==> src/logic/hsmc_pkg.sv <==
package hsmc_pkg;

	// board buttons on the HSMC side
	localparam int NUM_BUTTONS = 2;

	localparam int PIXEL_W = 24; // 8 bits per color
	localparam int BYTE_W = 8;
	localparam int DAC_W = 10;

	// the panel byte sits on the upper DAC bits
	localparam int DAC_PAD_W = DAC_W - BYTE_W;

	typedef logic [NUM_BUTTONS-1:0] buttons_t;
	typedef logic [PIXEL_W-1:0] pixel_t; // red on top, blue at the bottom
	typedef logic [BYTE_W-1:0] panel_byte_t;
	typedef logic [DAC_W-1:0] vga_dac_t;

	// one pixel with its timing flags, as the video source hands it over
	typedef struct packed {
		pixel_t rgb;
		logic blank; // high during active video
		logic hs;
		logic vs;
	} pixel_word_t;

	// one byte-per-cycle output beat toward a panel
	typedef struct packed {
		panel_byte_t data;
		logic den;
		logic hs;
		logic vs;
		logic valid;
	} panel_beat_t;

	typedef enum logic [2:0] {
		SER_IDLE,
		SER_BYTE_R,
		SER_BYTE_G,
		SER_BYTE_B,
		SER_WAIT_REQ_LOW
	} ser_state_t;

endpackage
==> src/logic/hsmc_display_top.sv <==
`timescale 1ns/1ns

module hsmc_display_top import hsmc_pkg::*; #(
	parameter int DEBOUNCE_TIMEOUT = 50000 // 1 ms at 50 MHz
) (
	input  logic fpga_clk_50,
	input  logic rst_n,

	// board buttons, active low
	input  buttons_t fpga_button_pio,
	output buttons_t debounced_buttons,

	// LCD pixel source and panel side
	input  pixel_word_t lcd_px,
	input  logic lcd_req,
	output logic lcd_ack,
	output panel_beat_t lcd_beat,

	// VGA pixel source and DAC side
	input  pixel_word_t vga_px,
	input  logic vga_req,
	output logic vga_ack,
	output panel_beat_t vga_beat,
	output vga_dac_t vga_dac,

	// touch SPI and LCD config controls
	input  logic spi_sclk,
	input  logic spi_ss_n,
	input  logic cfg_en,
	input  logic cfg_scl,

	// shared panel pins
	output logic adc_cs_n,
	output logic panel_dclk,
	output logic panel_scen
);

	button_debounce #(
		.DEBOUNCE_TIMEOUT(DEBOUNCE_TIMEOUT)
	) u_debounce (
		.fpga_clk_50(fpga_clk_50),
		.rst_n      (rst_n),
		.raw        (fpga_button_pio),
		.clean      (debounced_buttons)
	);

	// LCD panel takes its syncs inverted
	video_serializer #(
		.SYNC_INVERT(1'b1)
	) u_lcd_ser (
		.fpga_clk_50(fpga_clk_50),
		.rst_n      (rst_n),
		.px         (lcd_px),
		.req        (lcd_req),
		.ack        (lcd_ack),
		.beat       (lcd_beat)
	);

	video_serializer #(
		.SYNC_INVERT(1'b0)
	) u_vga_ser (
		.fpga_clk_50(fpga_clk_50),
		.rst_n      (rst_n),
		.px         (vga_px),
		.req        (vga_req),
		.ack        (vga_ack),
		.beat       (vga_beat)
	);

	// DAC gets the byte on bits 9:2
	assign vga_dac = {vga_beat.data, {DAC_PAD_W{1'b0}}};

	panel_io_mux u_panel_mux (
		.fpga_clk_50(fpga_clk_50),
		.rst_n      (rst_n),
		.spi_sclk   (spi_sclk),
		.spi_ss_n   (spi_ss_n),
		.cfg_en     (cfg_en),
		.cfg_scl    (cfg_scl),
		.adc_cs_n   (adc_cs_n),
		.panel_dclk (panel_dclk),
		.panel_scen (panel_scen)
	);

endmodule

==> src/logic/panel_io_mux.sv <==
`timescale 1ns/1ns

module panel_io_mux import hsmc_pkg::*; (
	input  logic fpga_clk_50,
	input  logic rst_n,
	input  logic spi_sclk,
	input  logic spi_ss_n,
	input  logic cfg_en,
	input  logic cfg_scl,
	output logic adc_cs_n,
	output logic panel_dclk,
	output logic panel_scen
);

	logic dclk_d;
	logic dclk_q;
	logic cs_n_q;
	logic scen_q;

	// touch controller wins the shared clock pin while selected
	always_comb begin
		if (!spi_ss_n) begin
			dclk_d = spi_sclk;
		end else if (!cfg_en) begin
			dclk_d = cfg_scl; // LCD config port owns the pin
		end else begin
			dclk_d = 1'b0;
		end
	end

	always_ff @(posedge fpga_clk_50) begin
		if (!rst_n) begin
			dclk_q <= 1'b0;
			cs_n_q <= 1'b1; // touch controller deselected
			scen_q <= 1'b0;
		end else begin
			dclk_q <= dclk_d;
			cs_n_q <= spi_ss_n;
			scen_q <= cfg_en;
		end
	end

	assign panel_dclk = dclk_q;
	assign adc_cs_n = cs_n_q;
	assign panel_scen = scen_q;

endmodule

==> src/logic/video_serializer.sv <==
`timescale 1ns/1ns

module video_serializer import hsmc_pkg::*; #(
	parameter bit SYNC_INVERT = 1'b0
) (
	input  logic fpga_clk_50,
	input  logic rst_n,
	input  pixel_word_t px,
	input  logic req,
	output logic ack,
	output panel_beat_t beat
);

	ser_state_t state_q;
	ser_state_t state_d;

	pixel_word_t px_q; // word held while its bytes go out
	panel_byte_t byte_sel;
	panel_beat_t beat_d;
	panel_beat_t beat_q;
	logic ack_q;
	logic capture;

	// a new word is only taken while idle
	assign capture = (state_q == SER_IDLE) && req;

	always_comb begin
		state_d = state_q;
		case (state_q)
			SER_IDLE: begin
				if (req) begin
					state_d = SER_BYTE_R;
				end
			end
			SER_BYTE_R: state_d = SER_BYTE_G;
			SER_BYTE_G: state_d = SER_BYTE_B;
			SER_BYTE_B: state_d = SER_WAIT_REQ_LOW;
			SER_WAIT_REQ_LOW: begin
				// source still holds req, stall here
				if (!req) begin
					state_d = SER_IDLE;
				end
			end
			default: state_d = SER_IDLE;
		endcase
	end

	// color byte for the current phase
	always_comb begin
		byte_sel = '0;
		case (state_q)
			SER_BYTE_R: byte_sel = px_q.rgb[2*BYTE_W +: BYTE_W];
			SER_BYTE_G: byte_sel = px_q.rgb[BYTE_W +: BYTE_W];
			SER_BYTE_B: byte_sel = px_q.rgb[0 +: BYTE_W];
			default: byte_sel = '0;
		endcase
	end

	always_comb begin
		beat_d = '0;
		if (state_q inside {SER_BYTE_R, SER_BYTE_G, SER_BYTE_B}) begin
			beat_d.data = byte_sel;
			beat_d.den = px_q.blank;
			beat_d.hs = px_q.hs ^ SYNC_INVERT; // LCD wants active-high syncs
			beat_d.vs = px_q.vs ^ SYNC_INVERT;
			beat_d.valid = 1'b1;
		end
	end

	always_ff @(posedge fpga_clk_50) begin
		if (capture) begin
			px_q <= px;
		end
	end

	always_ff @(posedge fpga_clk_50) begin
		if (!rst_n) begin
			state_q <= SER_IDLE;
			beat_q <= '0;
			ack_q <= 1'b0;
		end else begin
			state_q <= state_d;
			beat_q <= beat_d;
			if (state_q == SER_BYTE_R) begin
				ack_q <= 1'b1; // one cycle after capture
			end else if (state_q == SER_WAIT_REQ_LOW && !req) begin
				ack_q <= 1'b0;
			end
		end
	end

	assign ack = ack_q;
	assign beat = beat_q;

endmodule

==> src/logic/button_debounce.sv <==
`timescale 1ns/1ns

module button_debounce import hsmc_pkg::*; #(
	parameter int DEBOUNCE_TIMEOUT = 50000
) (
	input  logic fpga_clk_50,
	input  logic rst_n,
	input  buttons_t raw,
	output buttons_t clean
);

	// room for the full timeout value
	localparam int CNT_W = $clog2(DEBOUNCE_TIMEOUT + 1);

	typedef logic [CNT_W-1:0] cnt_t;

	// count value on the last cycle of a stable interval
	localparam cnt_t CNT_LAST = cnt_t'(DEBOUNCE_TIMEOUT - 1);

	genvar i;
	generate
		for (i = 0; i < NUM_BUTTONS; i++) begin : g_btn
			logic clean_q;
			cnt_t cnt_q;

			// cnt_q counts cycles where the input disagrees with the output
			always_ff @(posedge fpga_clk_50) begin
				if (!rst_n) begin
					clean_q <= 1'b1; // released, buttons are active low
					cnt_q <= '0;
				end else begin
					if (raw[i] == clean_q) begin
						cnt_q <= '0; // bounced back, start over
					end else if (cnt_q == CNT_LAST) begin
						clean_q <= raw[i];
						cnt_q <= '0;
					end else begin
						cnt_q <= cnt_q + 1'b1;
					end
				end
			end

			assign clean[i] = clean_q;
		end
	endgenerate

endmodule

==> config.mk <==
export PLATFORM = sky130hd
export DESIGN_NAME = hsmc_display_top
export DESIGN_NICKNAME = d
export VERILOG_FILES = /design/src/logic/hsmc_pkg.sv /design/src/logic/hsmc_display_top.sv /design/src/logic/panel_io_mux.sv /design/src/logic/video_serializer.sv /design/src/logic/button_debounce.sv
export SDC_FILE = /design/constraint.sdc
export NUM_CORES = 1
export LEC_CHECK = 0
export BUFFER_PORTS_ARGS = -buffer_cell sky130_fd_sc_hd__buf_2
export CORE_ASPECT_RATIO = 0.8
export CORE_MARGIN = 2
export CORE_UTILIZATION = 53
export DETAILED_ROUTE_END_ITERATION = 16
export PLACE_DENSITY_LB_ADDON = 0.15
export SYNTH_ARGS = -nofsm -noshare
export SYNTH_HDL_FRONTEND = slang
export SYNTH_SLANG_ARGS = --single-unit
==> constraint.sdc <==
create_clock -name fpga_clk_50 -period 2.3 [get_ports fpga_clk_50]
set_input_delay 0.115 -clock fpga_clk_50 [delete_from_list [all_inputs] [get_ports fpga_clk_50]]
set_output_delay 0.115 -clock fpga_clk_50 [all_outputs]
set_load 0.05 [all_outputs]
==> metrics.yaml, run 1 <==
run_status:
  status: "completed"
clock_network:
  hold_buffers: 65
  cts_max_level: 4
  cts_setup_buffers: 0
  cts_sinks: 123
  postCtsResizedCells: 0
  clk_latency_ns: 0.51
  clockRootBuffer: "clkbuf_8"
  cts_tree: "done"
  clock_path_buffers: 2
  cts.clk_slew.worst_paths_ns: 0.06
  cts_made_buffers: 17
synth:
  synth_top_cell_area_share_pct: 35.43
  synth-seq-cells: 123
  postSynthCellCount: 371
  synthesis.area_um2: 4577
  yosys-top-cells-count: "dfxtp_1, nor2_1, edfxtp_1"
  yosysMostFrequentCell: "dfxtp_1"
  seq_area_frac_synth_pct: 65.61
  synth_warnings: 0
  synth_top_cell_by_area: "edfxtp_1"
  async_flop_share_pct: 0
  synthFlopType: "dfxtp_1"
  syn_avg_cell_area_um2: 12.34
  synth-edff-count: 54
  ys_top_cells_by_area: "edfxtp_1, dfxtp_1, nor2_1"
  ys_types: 41
floorplanning:
  start_util_pct: 54.19
  dieArea_um2: 9399
  rows: 30
  die_w_um: 107.9
  coreArea_um2: 8446
  ios: 105
  die_h_um: 87.12
place:
  hpwl_um: 5872
  dpl_cell_area_um2: 5142
  routabilityCongestion: 0.8200
  port_buffers: 102
  dp_cells: 569
timing:
  period_share_pct: 82.32
  relSlewSlack_pct: 60.50
  fmax_mhz: 528.1
  final.setup.tns_ns: 0
  finalHoldViolations: 0
  slew_violations: 0
  fin_crit_ns: 1.893
  tightest_slew_ns: 0.5909
  rsz0062_at_grt: "no"
  final-setup-viol-count: 0
  holdWs_ns: 0.3077
  skew_ns: 0.006947
routing:
  routed_wl_um: 9802
  ant_nets: 0
  via_per_inst: 5.053
  drt_pass1_iterations: 5
  vias: 3360
  drc: 0
  routedWlPerCell_um: 14.74
  drt_iter0_markers: 106
worst_setup_path:
  cp_num_buf_inv: 1
  reg2reg_depth: 5
  path_class: "reg -> reg"
  r2r-start: "u_debounce.g_btn[1].cnt_q[8]"
  cp_slowest_stage_delay_ns: 0.56
  crit_required_ns: 2.69
  crit_path_top_delay_cell: "dlygate4sd3_1"
  crit_path_max_fanout: 6
  crit_family: "simple AND/OR/NAND/NOR gates"
  arrival_ns: 2.29
  path_cells: "nor4bb_1 -> nand4_1 -> mux2i_1 -> nand2_1 -> dlygate4sd3_1"
  critPathLaunchType: "register"
  reg2reg_slack_ns: 0.41
  critPathLaunch: "u_debounce.g_btn[1].cnt_q[8]"
  endpoint_kind: "register"
  reg2reg_to: "u_debounce.g_btn[1].clean_q"
worst_hold_path:
  min_from: "lcd_px[20]"
  hold_end: "u_lcd_ser.px_q[20]"
  holdCritPathClass: "in -> reg"
  hold_depth: 2
global_route:
  grtUsageTotal_pct: 22.03
  grt_max_degree: 17
  grt_pass1_vias: 3317
  antenna_found_initial: 0
  grt_pass1_wl_um: 15470
  overflow: 0
finish:
  antennaDiodeCount: 0
  final_area_um2: 6367
  drive_above_1_share_pct: 28.93
  syn2layout_area_growth_pct: 39.12
  fin_nets: 607
  fin_util_pct: 75.39
  n_fill_cell: 557
  finalNonFillerCells: 665
  seq_area_um2: 3003
  multi_input_area_um2: 1410
flow_run:
  max_cap_viol_count: 0
power_and_ir_drop:
  power_density_nw_per_um2: 866.5
  ir_drop_mv: 0.7498
  leakage_nw: 2.544
## final cells by class
cell class              instances  area share (%)
flip-flops and latches        123           47.16
multi-input cells             218           22.15
repair buffers                174           19.06
clock buffers                  22           7.113
well taps                     112           2.201
clock inverters                 9           1.906
inverters                       7          0.4127
## cell families (layout without fill, tap and decap cells)
family	count (synthesis)	in the layout	share of synthesized area [%]
other cells	1	2	0.08193
buf+inv	31	212	3.773
simple gates	138	138	15.77
fa+ha+maj	2	2	0.5467
xor+xnor	28	28	5.358
compound gates	30	30	4.483
mux	18	18	4.374
flops	123	123	65.61
## worst max-delay path by stage
stage / endpoint / slack, ns / cells past startpoint
6_report: u_debounce.g_btn[1].clean_q / 0.41 / 5
5_1_grt: u_debounce.g_btn[1].clean_q / 0.29 / 6
4_1_cts: u_debounce.g_btn[1].clean_q / 0.41 / 6
3_5_place_dp: u_debounce.g_btn[0].cnt_q[8] / 0.46 / 5
3_3_place_gp: u_debounce.g_btn[0].cnt_q[15] / 0.52 / 5
2_1_floorplan: u_lcd_ser.px_q[0] / 0.20 / 3
## sequential cells by signal (all words and copies together), names as in the netlist
signal                    cells
u_vga_ser.ack                 1
u_panel_mux.adc_cs_n          1
u_vga_ser.px_q               27
u_lcd_ser.px_q               27
u_lcd_ser.state_q             3
u_lcd_ser.ack                 1
u_lcd_ser.beat               12
u_debounce.g_btn.cnt_q       32
u_panel_mux.panel_dclk        1
u_debounce.g_btn.clean_q      2
u_vga_ser.beat               12
u_vga_ser.state_q             3
u_panel_mux.panel_scen        1
## layer usage
| layer | part of all wire, % | up-vias | routed length, µm | track usage [%] |
|---|---|---|---|---|
| met5 | 0 | - | 0 | 0 |
| met1 | 43 | 1589 | 4197 | 26.41 |
| li1 | - | 1649 | - | - |
| met4 | 1.6 | 0 | 155 | 7.576 |
| met3 | 5.6 | 19 | 547 | 7.405 |
| met2 | 50 | 103 | 4902 | 37.51 |
## where the power goes
group	internal (mW)	switching (mW)	total [mW]
clock network	1.69	0.869	2.56
registers	2.41	0.0531	2.47
logic	0.216	0.279	0.496
## through the flow
step	worst slack, ns	power, mW
finish	0.4066	5.517
global route	0.2877	5.712
CTS	0.4148	5.551
detailed placement	0.4617	2.917
global placement	0.5206	2.904
floorplan	0.1987	2.778
## placed cells by master (no fill, tap or decap), drive strengths merged, types with 4 or more instances in the layout
| master | n |
|---|---|
| nand3 | 12 |
| and2 | 7 |
| inv | 7 |
| a21oi | 5 |
| buf | 109 |
| nand2 | 13 |
| or4 | 4 |
| and3 | 6 |
| dfxtp | 69 |
| nand4 | 10 |
| o21ai | 4 |
| xor2 | 13 |
| clkbuf | 22 |
| dlygate4sd3 | 65 |
| edfxtp | 54 |
| xnor2 | 15 |
| nor3 | 5 |
| clkinv | 5 |
| mux2 | 16 |
| nor2 | 59 |
| a22oi | 16 |
Note: power is estimated with default switching activity, not from simulation.
==> run 2: changes to the inputs <==
Settings changed: ABC_AREA set to 1, CORE_UTILIZATION 53 to 48.
Clock period 2.3 ns to 1.5 ns, I/O delays scaled along.
==> run 2 against run 1 <==
Via count rose by 13%. Clock power rose by 61%. Worst setup slack got worse by 0.28 ns. Critical path type unchanged. Highest routed layer unchanged.
==> metrics.yaml, run 2 <==
run_status:
  status: "completed"  # unchanged
synth:
  synth-edff-count: 54  # unchanged
  yosys-top-cells-count: "nand2_1, dfxtp_1, nor2_1"  # was dfxtp_1, nor2_1, edfxtp_1
  ys_top_cells_by_area: "edfxtp_1, dfxtp_1, nand2_1"  # was edfxtp_1, dfxtp_1, nor2_1
  synth_warnings: 0  # unchanged
  ys_types: 29  # was 41
  synth-seq-cells: 123  # unchanged
  syn_avg_cell_area_um2: 9.729  # was 12.34 µm²
  synth_top_cell_area_share_pct: 34.29  # was 35.43%
  seq_area_frac_synth_pct: 63.51  # was 65.61%
  synthFlopType: "dfxtp_1"  # unchanged
  async_flop_share_pct: 0  # unchanged
  yosysMostFrequentCell: "nand2_1"  # was dfxtp_1
  postSynthCellCount: 486  # was 371
  synthesis.area_um2: 4728  # was 4577 µm²
  synth_top_cell_by_area: "edfxtp_1"  # unchanged
finish:
  antennaDiodeCount: 0  # unchanged
  final_cell_mix: "nand2_1, buf_2, dfxtp_1"  # was buf_2, dfxtp_1, dlygate4sd3_1
  final_area_um2: 6684  # was 6367 µm²
  syn2layout_area_growth_pct: 41.36  # was 39.12%
  top_regs: "u_debounce.g_btn.cnt_q: 32 flops, u_lcd_ser.px_q: 27 flops, u_vga_ser.px_q: 27 flops"  # unchanged
  regMostFlops: "u_debounce.g_btn.cnt_q"  # unchanged
  fin_nets: 734  # was 607
  drive_above_1_share_pct: 26.58  # was 28.93%
  layout_commonest_cell: "nand2_1"  # was buf_2
  largest_register_ffs: 32  # unchanged
global_route:
  overflow: 0  # unchanged
  grt_pass1_vias: 3747  # was 3,317
  grt_max_degree: 28  # was 17
  grtUsageTotal_pct: 20.53  # was 22.03%
  grt_pass1_wl_um: 16860  # was 15,470 µm
  antenna_found_initial: 0  # unchanged
place:
  port_buffers: 102  # unchanged
  dpl_cell_area_um2: 5425  # was 5142 µm²
  routabilityCongestion: 0.8287  # was 0.8200
  hpwl_um: 6430  # was 5872 µm
floorplanning:
  dieArea_um2: 10670  # was 9399 µm²
  ios: 105  # unchanged
  coreArea_um2: 9609  # was 8446 µm²
  die_h_um: 92.77  # was 87.12 µm
  die_w_um: 115.0  # was 107.9 µm
  rows: 32  # was 30
  start_util_pct: 49.21  # was 54.19%
worst_hold_path:
  holdCritPathClass: "in -> reg"  # unchanged
  hold_end: "u_panel_mux.panel_scen"  # was u_lcd_ser.px_q[20]
  min_from: "rst_n"  # was lcd_px[20]
  hold_depth: 4  # was 2
clock_network:
  clockRootBuffer: "clkbuf_16"  # was clkbuf_8
  cts_tree: "done"  # unchanged
  cts.clk_slew.worst_paths_ns: 0.06  # about the same
  cts_setup_buffers: 0  # unchanged
  cts_sinks: 123  # unchanged
  cts_max_level: 4  # unchanged
  clock_path_buffers: 2  # unchanged
  cts_made_buffers: 17  # unchanged
  clk_latency_ns: 0.41  # was 0.51 ns
routing:
  via_per_inst: 4.744  # was 5.053
  routedWlPerCell_um: 13.00  # was 14.74 µm
  routed_wl_um: 10400  # was 9802 µm
  drt_iter0_markers: 221  # was 106
  vias: 3795  # was 3,360
  drc: 0  # unchanged
  ant_nets: 0  # unchanged
  drt_pass1_iterations: 5  # unchanged
timing:
  final-setup-viol-count: 0  # unchanged
  finalHoldViolations: 0  # unchanged
  rsz0062_at_grt: "no"  # unchanged
  skew_ns: 0.006891  # was 0.006947 ns
  fmax_mhz: 726.0  # was 528.1 MHz
  period_share_pct: 91.82  # was 82.32%
  slew_violations: 0  # unchanged
  holdWs_ns: 0.004334  # was 0.3077 ns
  fin_crit_ns: 1.377  # was 1.893 ns
worst_setup_path:
  arrival_ns: 1.68  # was 2.29 ns
  cp_num_buf_inv: 0  # was 1
  crit_path_max_fanout: 8  # was 6
  crit_family: "simple AND/OR/NAND/NOR gates"  # unchanged
  endpoint_kind: "register"  # unchanged
  reg2reg_slack_ns: 0.12  # was 0.41 ns
  path_class: "reg -> reg"  # unchanged
  reg2reg_depth: 6  # was 5
  reg2reg_to: "u_debounce.g_btn[0].cnt_q[9]"  # was u_debounce.g_btn[1].clean_q
  r2r-start: "u_debounce.g_btn[0].cnt_q[1]"  # was u_debounce.g_btn[1].cnt_q[8]
  crit_required_ns: 1.80  # was 2.69 ns
  critPathLaunchType: "register"  # unchanged
  crit_path_top_delay_cell: "dfxtp_1"  # was dlygate4sd3_1
  path_cells: "ha_2 -> nand3_1 -> nor2_2 -> nand3_2 -> nand2_4 -> nor2_1"  # was nor4bb_1 -> nand4_1 -> mux2i_1 -> nand2_1 -> dlygate4sd3_1
  cp_slowest_stage_delay_ns: 0.36  # was 0.56 ns
flow_run:
  max_cap_viol_count: 0  # unchanged
power_and_ir_drop:
  pwr-share-clk_pct: 47.6  # was 46.3%
  p_sw_share_pct: 23.50  # was 21.76%
  internal_power_mw: 6.609  # was 4.317 mW
  leakage_nw: 2.710  # was 2.544 nW
  power_density_nw_per_um2: 1293  # was 866.5 nW/µm²
  pwr-share-comb_pct: 8.9  # was 9.0%
  power_switching_mw: 2.030  # was 1.201 mW
  seqPwrFrac_pct: 43.5  # was 44.7%
  ir_drop_mv: 0.9924  # was 0.7498 mV
-- run 2: metal layers --
metal	vias to the layer above	wire, µm	GRT usage (%)
met5	-	0	0
met4	0	38	7.530
met3	2	481	6.152
met2	104	5141	34.46
met1	1739	4740	24.98
li1	1950	-	-
-- run 2: area by class of cell --
class / instances / area (µm²)
clock buffer: 17 / 425.4
clock inverter: 15 / 172.7
fill: 697 / 2925
inverter: 50 / 192.7
multi-input combinational: 298 / 1473
sequential: 123 / 3008
tap: 119 / 148.9
timing repair buffer: 178 / 1264
-- run 2: worst max path at each step --
stage,start,slack [ns],end,cells past startpoint
2_1_floorplan,u_vga_ser.state_q[0],-0.1,u_vga_ser.px_q[0],3
3_3_place_gp,u_debounce.g_btn[0].cnt_q[1],0.11,u_debounce.g_btn[0].cnt_q[10],6
3_5_place_dp,u_debounce.g_btn[0].cnt_q[1],-0.0008,u_debounce.g_btn[0].cnt_q[9],6
4_1_cts,u_debounce.g_btn[0].cnt_q[1],0.005,u_debounce.g_btn[0].cnt_q[9],6
5_1_grt,u_debounce.g_btn[1].cnt_q[0],0.002,u_debounce.g_btn[1].cnt_q[8],7
6_report,u_debounce.g_btn[0].cnt_q[1],0.12,u_debounce.g_btn[0].cnt_q[9],6
-- run 2: worst reg2reg max path: stages, from the launching register on --
cell	delay, ns
dfxtp_1	0.36
ha_2	0.21
nand3_1	0.13
nor2_2	0.16
nand3_2	0.17
nand2_4	0.17
nor2_1	0.07
-- run 2: metrics by stage --
stage	power [mW]	utilization, %	instances	setup WS (ns)	TNS, ns
after floorplan	4.232	-	487	-0.09587	-4.643
after global routing	8.939	69.56	800	0.002325	0
final	8.639	69.56	800	0.1227	0
after detailed placement	4.462	56.46	704	-0.0007632	-0.0007632
after CTS	8.690	69.24	799	0.004576	0
after global placement	4.444	56.46	704	0.1053	0
-- run 2: kinds of logic (layout without fill, tap and decap cells) --
family | count (synthesis) | in the layout | share of synthesized area, %
and+or+nand+nor | 241 | 242 | 22.07
DFF | 123 | 123 | 63.51
buffers and inverters | 67 | 260 | 6.721
AOI/OAI and AO/OA | 39 | 39 | 4.684
xor gates and xnor gates | 13 | 13 | 2.408
adders and majority gates | 2 | 2 | 0.5292
other | 1 | 2 | 0.07931
-- run 2: timing repair --
item                       in CTS  in global routing
hold endpoints to repair       62                  0
hold buffers                   63                  0
resized for setup               0                  6
setup endpoints to repair       0                 36
-- run 2: power by group through the flow --
stage          Sequential (mW)  Combinational [mW]  Clock, mW
3_3_place_gp              3.82               0.622          0
5_1_grt                   3.77               0.836       4.33
3_5_place_dp              3.83               0.637          0
2_1_floorplan             3.95               0.278          0
6_report                  3.76               0.769       4.11
4_1_cts                   3.76               0.767       4.16
==> run 3: changes to the inputs <==
Settings changed: CORE_UTILIZATION 48 to 53, TNS_END_PERCENT set to 50.
Clock period 1.5 ns to 1.38 ns, I/O delays scaled along.
==> run 3 against run 2 <==
Worst hold slack improved by 0.25 ns. Global-route usage rose by 4.0 points. Largest cell class unchanged. Critical path type unchanged. Utilization rose by 10 points.
==> metrics.yaml, run 3 (synthesis results as in run 2) <==
finish:
  largest_register_ffs: 32  # unchanged
  final_cell_mix: "nand2_1, buf_2, dlygate4sd3_1"  # was nand2_1, buf_2, dfxtp_1
  layout_commonest_cell: "nand2_1"  # unchanged
  n_fill_cell: 517  # was 697
  drive_above_1_share_pct: 29.19  # was 26.58%
  syn2layout_area_growth_pct: 44.14  # was 41.36%
  multi_input_area_um2: 1483  # was 1473 µm²
  fin_util_pct: 79.63  # was 69.56%
  top_regs: "u_debounce.g_btn.cnt_q: 32 flops, u_lcd_ser.px_q: 27 flops, u_vga_ser.px_q: 27 flops"  # unchanged
  fin_nets: 745  # was 734
  regMostFlops: "u_debounce.g_btn.cnt_q"  # unchanged
  seq_area_um2: 3013  # was 3008 µm²
  antennaDiodeCount: 0  # unchanged
global_route:
  grt_pass1_vias: 3886  # was 3,747
  grtUsageTotal_pct: 24.52  # was 20.53%
  overflow: 0  # unchanged
  grt_pass1_wl_um: 17690  # was 16,860 µm
  grt_max_degree: 28  # unchanged
  antenna_found_initial: 0  # unchanged
routing:
  routed_wl_um: 11340  # was 10,400 µm
  drt_pass1_iterations: 4  # was 5
  drt_iter0_markers: 226  # was 221
  drc: 0  # unchanged
  via_per_inst: 4.894  # was 4.744
  routedWlPerCell_um: 14.11  # was 13.00 µm
  vias: 3935  # was 3,795
  ant_nets: 0  # unchanged
timing:
  fin_crit_ns: 1.352  # was 1.377 ns
  slew_violations: 0  # unchanged
  rsz0062_at_grt: "yes"  # was no
  finalHoldViolations: 0  # unchanged
  skew_ns: 0.008886  # was 0.006891 ns
  holdWs_ns: 0.2508  # was 0.004334 ns
  period_share_pct: 97.97  # was 91.82%
  final-setup-viol-count: 0  # unchanged
  fmax_mhz: 739.7  # was 726.0 MHz
clock_network:
  clock_path_buffers: 2  # unchanged
  cts_tree: "done"  # unchanged
  clk_latency_ns: 0.52  # was 0.41 ns
  cts_max_level: 4  # unchanged
  cts.clk_slew.worst_paths_ns: 0.06  # about the same
  cts_made_buffers: 17  # unchanged
  clockRootBuffer: "clkbuf_8"  # was clkbuf_16
  cts_sinks: 123  # unchanged
worst_setup_path:
  cp_slowest_stage_delay_ns: 0.35  # was 0.36 ns
  arrival_ns: 1.76  # was 1.68 ns
  crit_path_max_fanout: 5  # was 8
  crit_path_top_delay_cell: "nor2_1"  # was dfxtp_1
  critPathLaunchType: "register"  # unchanged
  reg2reg_slack_ns: 0.03  # was 0.12 ns
  endpoint_kind: "register"  # unchanged
  cp_num_buf_inv: 1  # was 0
  cp_common_cell: "nand3_1"
  path_cells: "buf_4 -> nand3_1 -> nor2_1 -> nand3_1 -> nand3_1 -> nor2_1"  # was ha_2 -> nand3_1 -> nor2_2 -> nand3_2 -> nand2_4 -> nor2_1
  crit_family: "simple AND/OR/NAND/NOR gates"  # unchanged
  crit_required_ns: 1.79  # was 1.80 ns
  path_class: "reg -> reg"  # unchanged
power_and_ir_drop:
  leakage_nw: 2.778  # was 2.710 nW
  internal_power_mw: 7.156  # was 6.609 mW
  p_total_mw: 9.440  # was 8.639 mW
  pwr-share-clk_pct: 47.4  # was 47.6%
  seqPwrFrac_pct: 43.4  # was 43.5%
  power_density_nw_per_um2: 1385  # was 1293 nW/µm²
  ir_drop_mv: 1.040  # was 0.9924 mV
  pwr-share-comb_pct: 9.3  # was 8.9%
  power_switching_mw: 2.284  # was 2.030 mW
  p_sw_share_pct: 24.19  # was 23.50%
run_status:
  status: "completed"  # unchanged
flow_run:
  max_cap_viol_count: 0  # unchanged
worst_hold_path:
  holdCritPathClass: "in -> reg"  # unchanged
floorplanning:
  dieArea_um2: 9697  # was 10,670 µm²
  ios: 105  # unchanged
  start_util_pct: 55.25  # was 49.21%
  coreArea_um2: 8558  # was 9609 µm²
  die_h_um: 88.48  # was 92.77 µm
  die_w_um: 109.6  # was 115.0 µm
  rows: 30  # was 32
place:
  hpwl_um: 6723  # was 6430 µm
  port_buffers: 102  # unchanged
  routabilityCongestion: 0.8409  # was 0.8287
run 3: changes by cell type in the layout (fill, tap and decap cells not counted), moves of 3 or more:
cell and delta:
dfxtp_1 -4, nand2_4 -3, inv_6 +3, nand2_2 +3, dfxtp_2 +4, buf_4 +8
run 3: path summary, 6_finish.rpt:
kind,from,end,depth (start not counted)
min reg2reg,u_lcd_ser.px_q[0],u_lcd_ser.beat[1],1
min,lcd_px[3],u_lcd_ser.px_q[3],2
max,u_debounce.g_btn[1].cnt_q[0],u_debounce.g_btn[1].cnt_q[9],6
max reg2reg,u_debounce.g_btn[1].cnt_q[0],u_debounce.g_btn[1].cnt_q[9],6
run 3: power groups by stage:
| stage | Clock (mW) | Sequential, mW | Combinational [mW] |
|---|---|---|---|
| global route | 4.71 | 4.11 | 0.939 |
| global placement | 0 | 4.15 | 0.696 |
| CTS | 4.51 | 4.09 | 0.864 |
| finish | 4.47 | 4.09 | 0.875 |
| floorplan | 0 | 4.30 | 0.302 |
| detailed placement | 0 | 4.16 | 0.714 |
run 3: final cells by class:
| class | count | share of cell area, % |
|---|---|---|
| multi-input combinational | 297 | 21.76 |
| clock buffer | 17 | 6.077 |
| sequential | 123 | 44.21 |
| inverter | 50 | 2.827 |
| tap | 112 | 2.056 |
| clock inverter | 15 | 2.772 |
| timing repair buffer | 190 | 20.30 |
run 3: timing repair:
item / CTS / global route
endpoints found under the hold margin: 67 / 0
pin swaps: 0 / 2
gates resized for setup: 2 / 13
setup endpoints to repair: 19 / 33
setup buffers: 0 / 1
hold buffers: 65 / 0
run 3: routing by layer:
layer	vias to the layer above	track usage (%)	wire length [µm]
li1	1965	-	-
met1	1825	27.26	4595
met2	127	44.22	5948
met3	18	8.100	577
met4	0	8.746	222
met5	-	0	0
run 3: metrics by stage:
stage,setup TNS (ns),area (µm²),setup WS [ns],instances
after detailed placement,-0.06086,5509,-0.02263,706
after floorplan,-11.12,4782,-0.2159,487
after global placement,0,5509,0.04463,706
after CTS,0,6774,0.004852,803
after global routing,-0.1317,6815,-0.05489,804
final,0,6815,0.02804,804
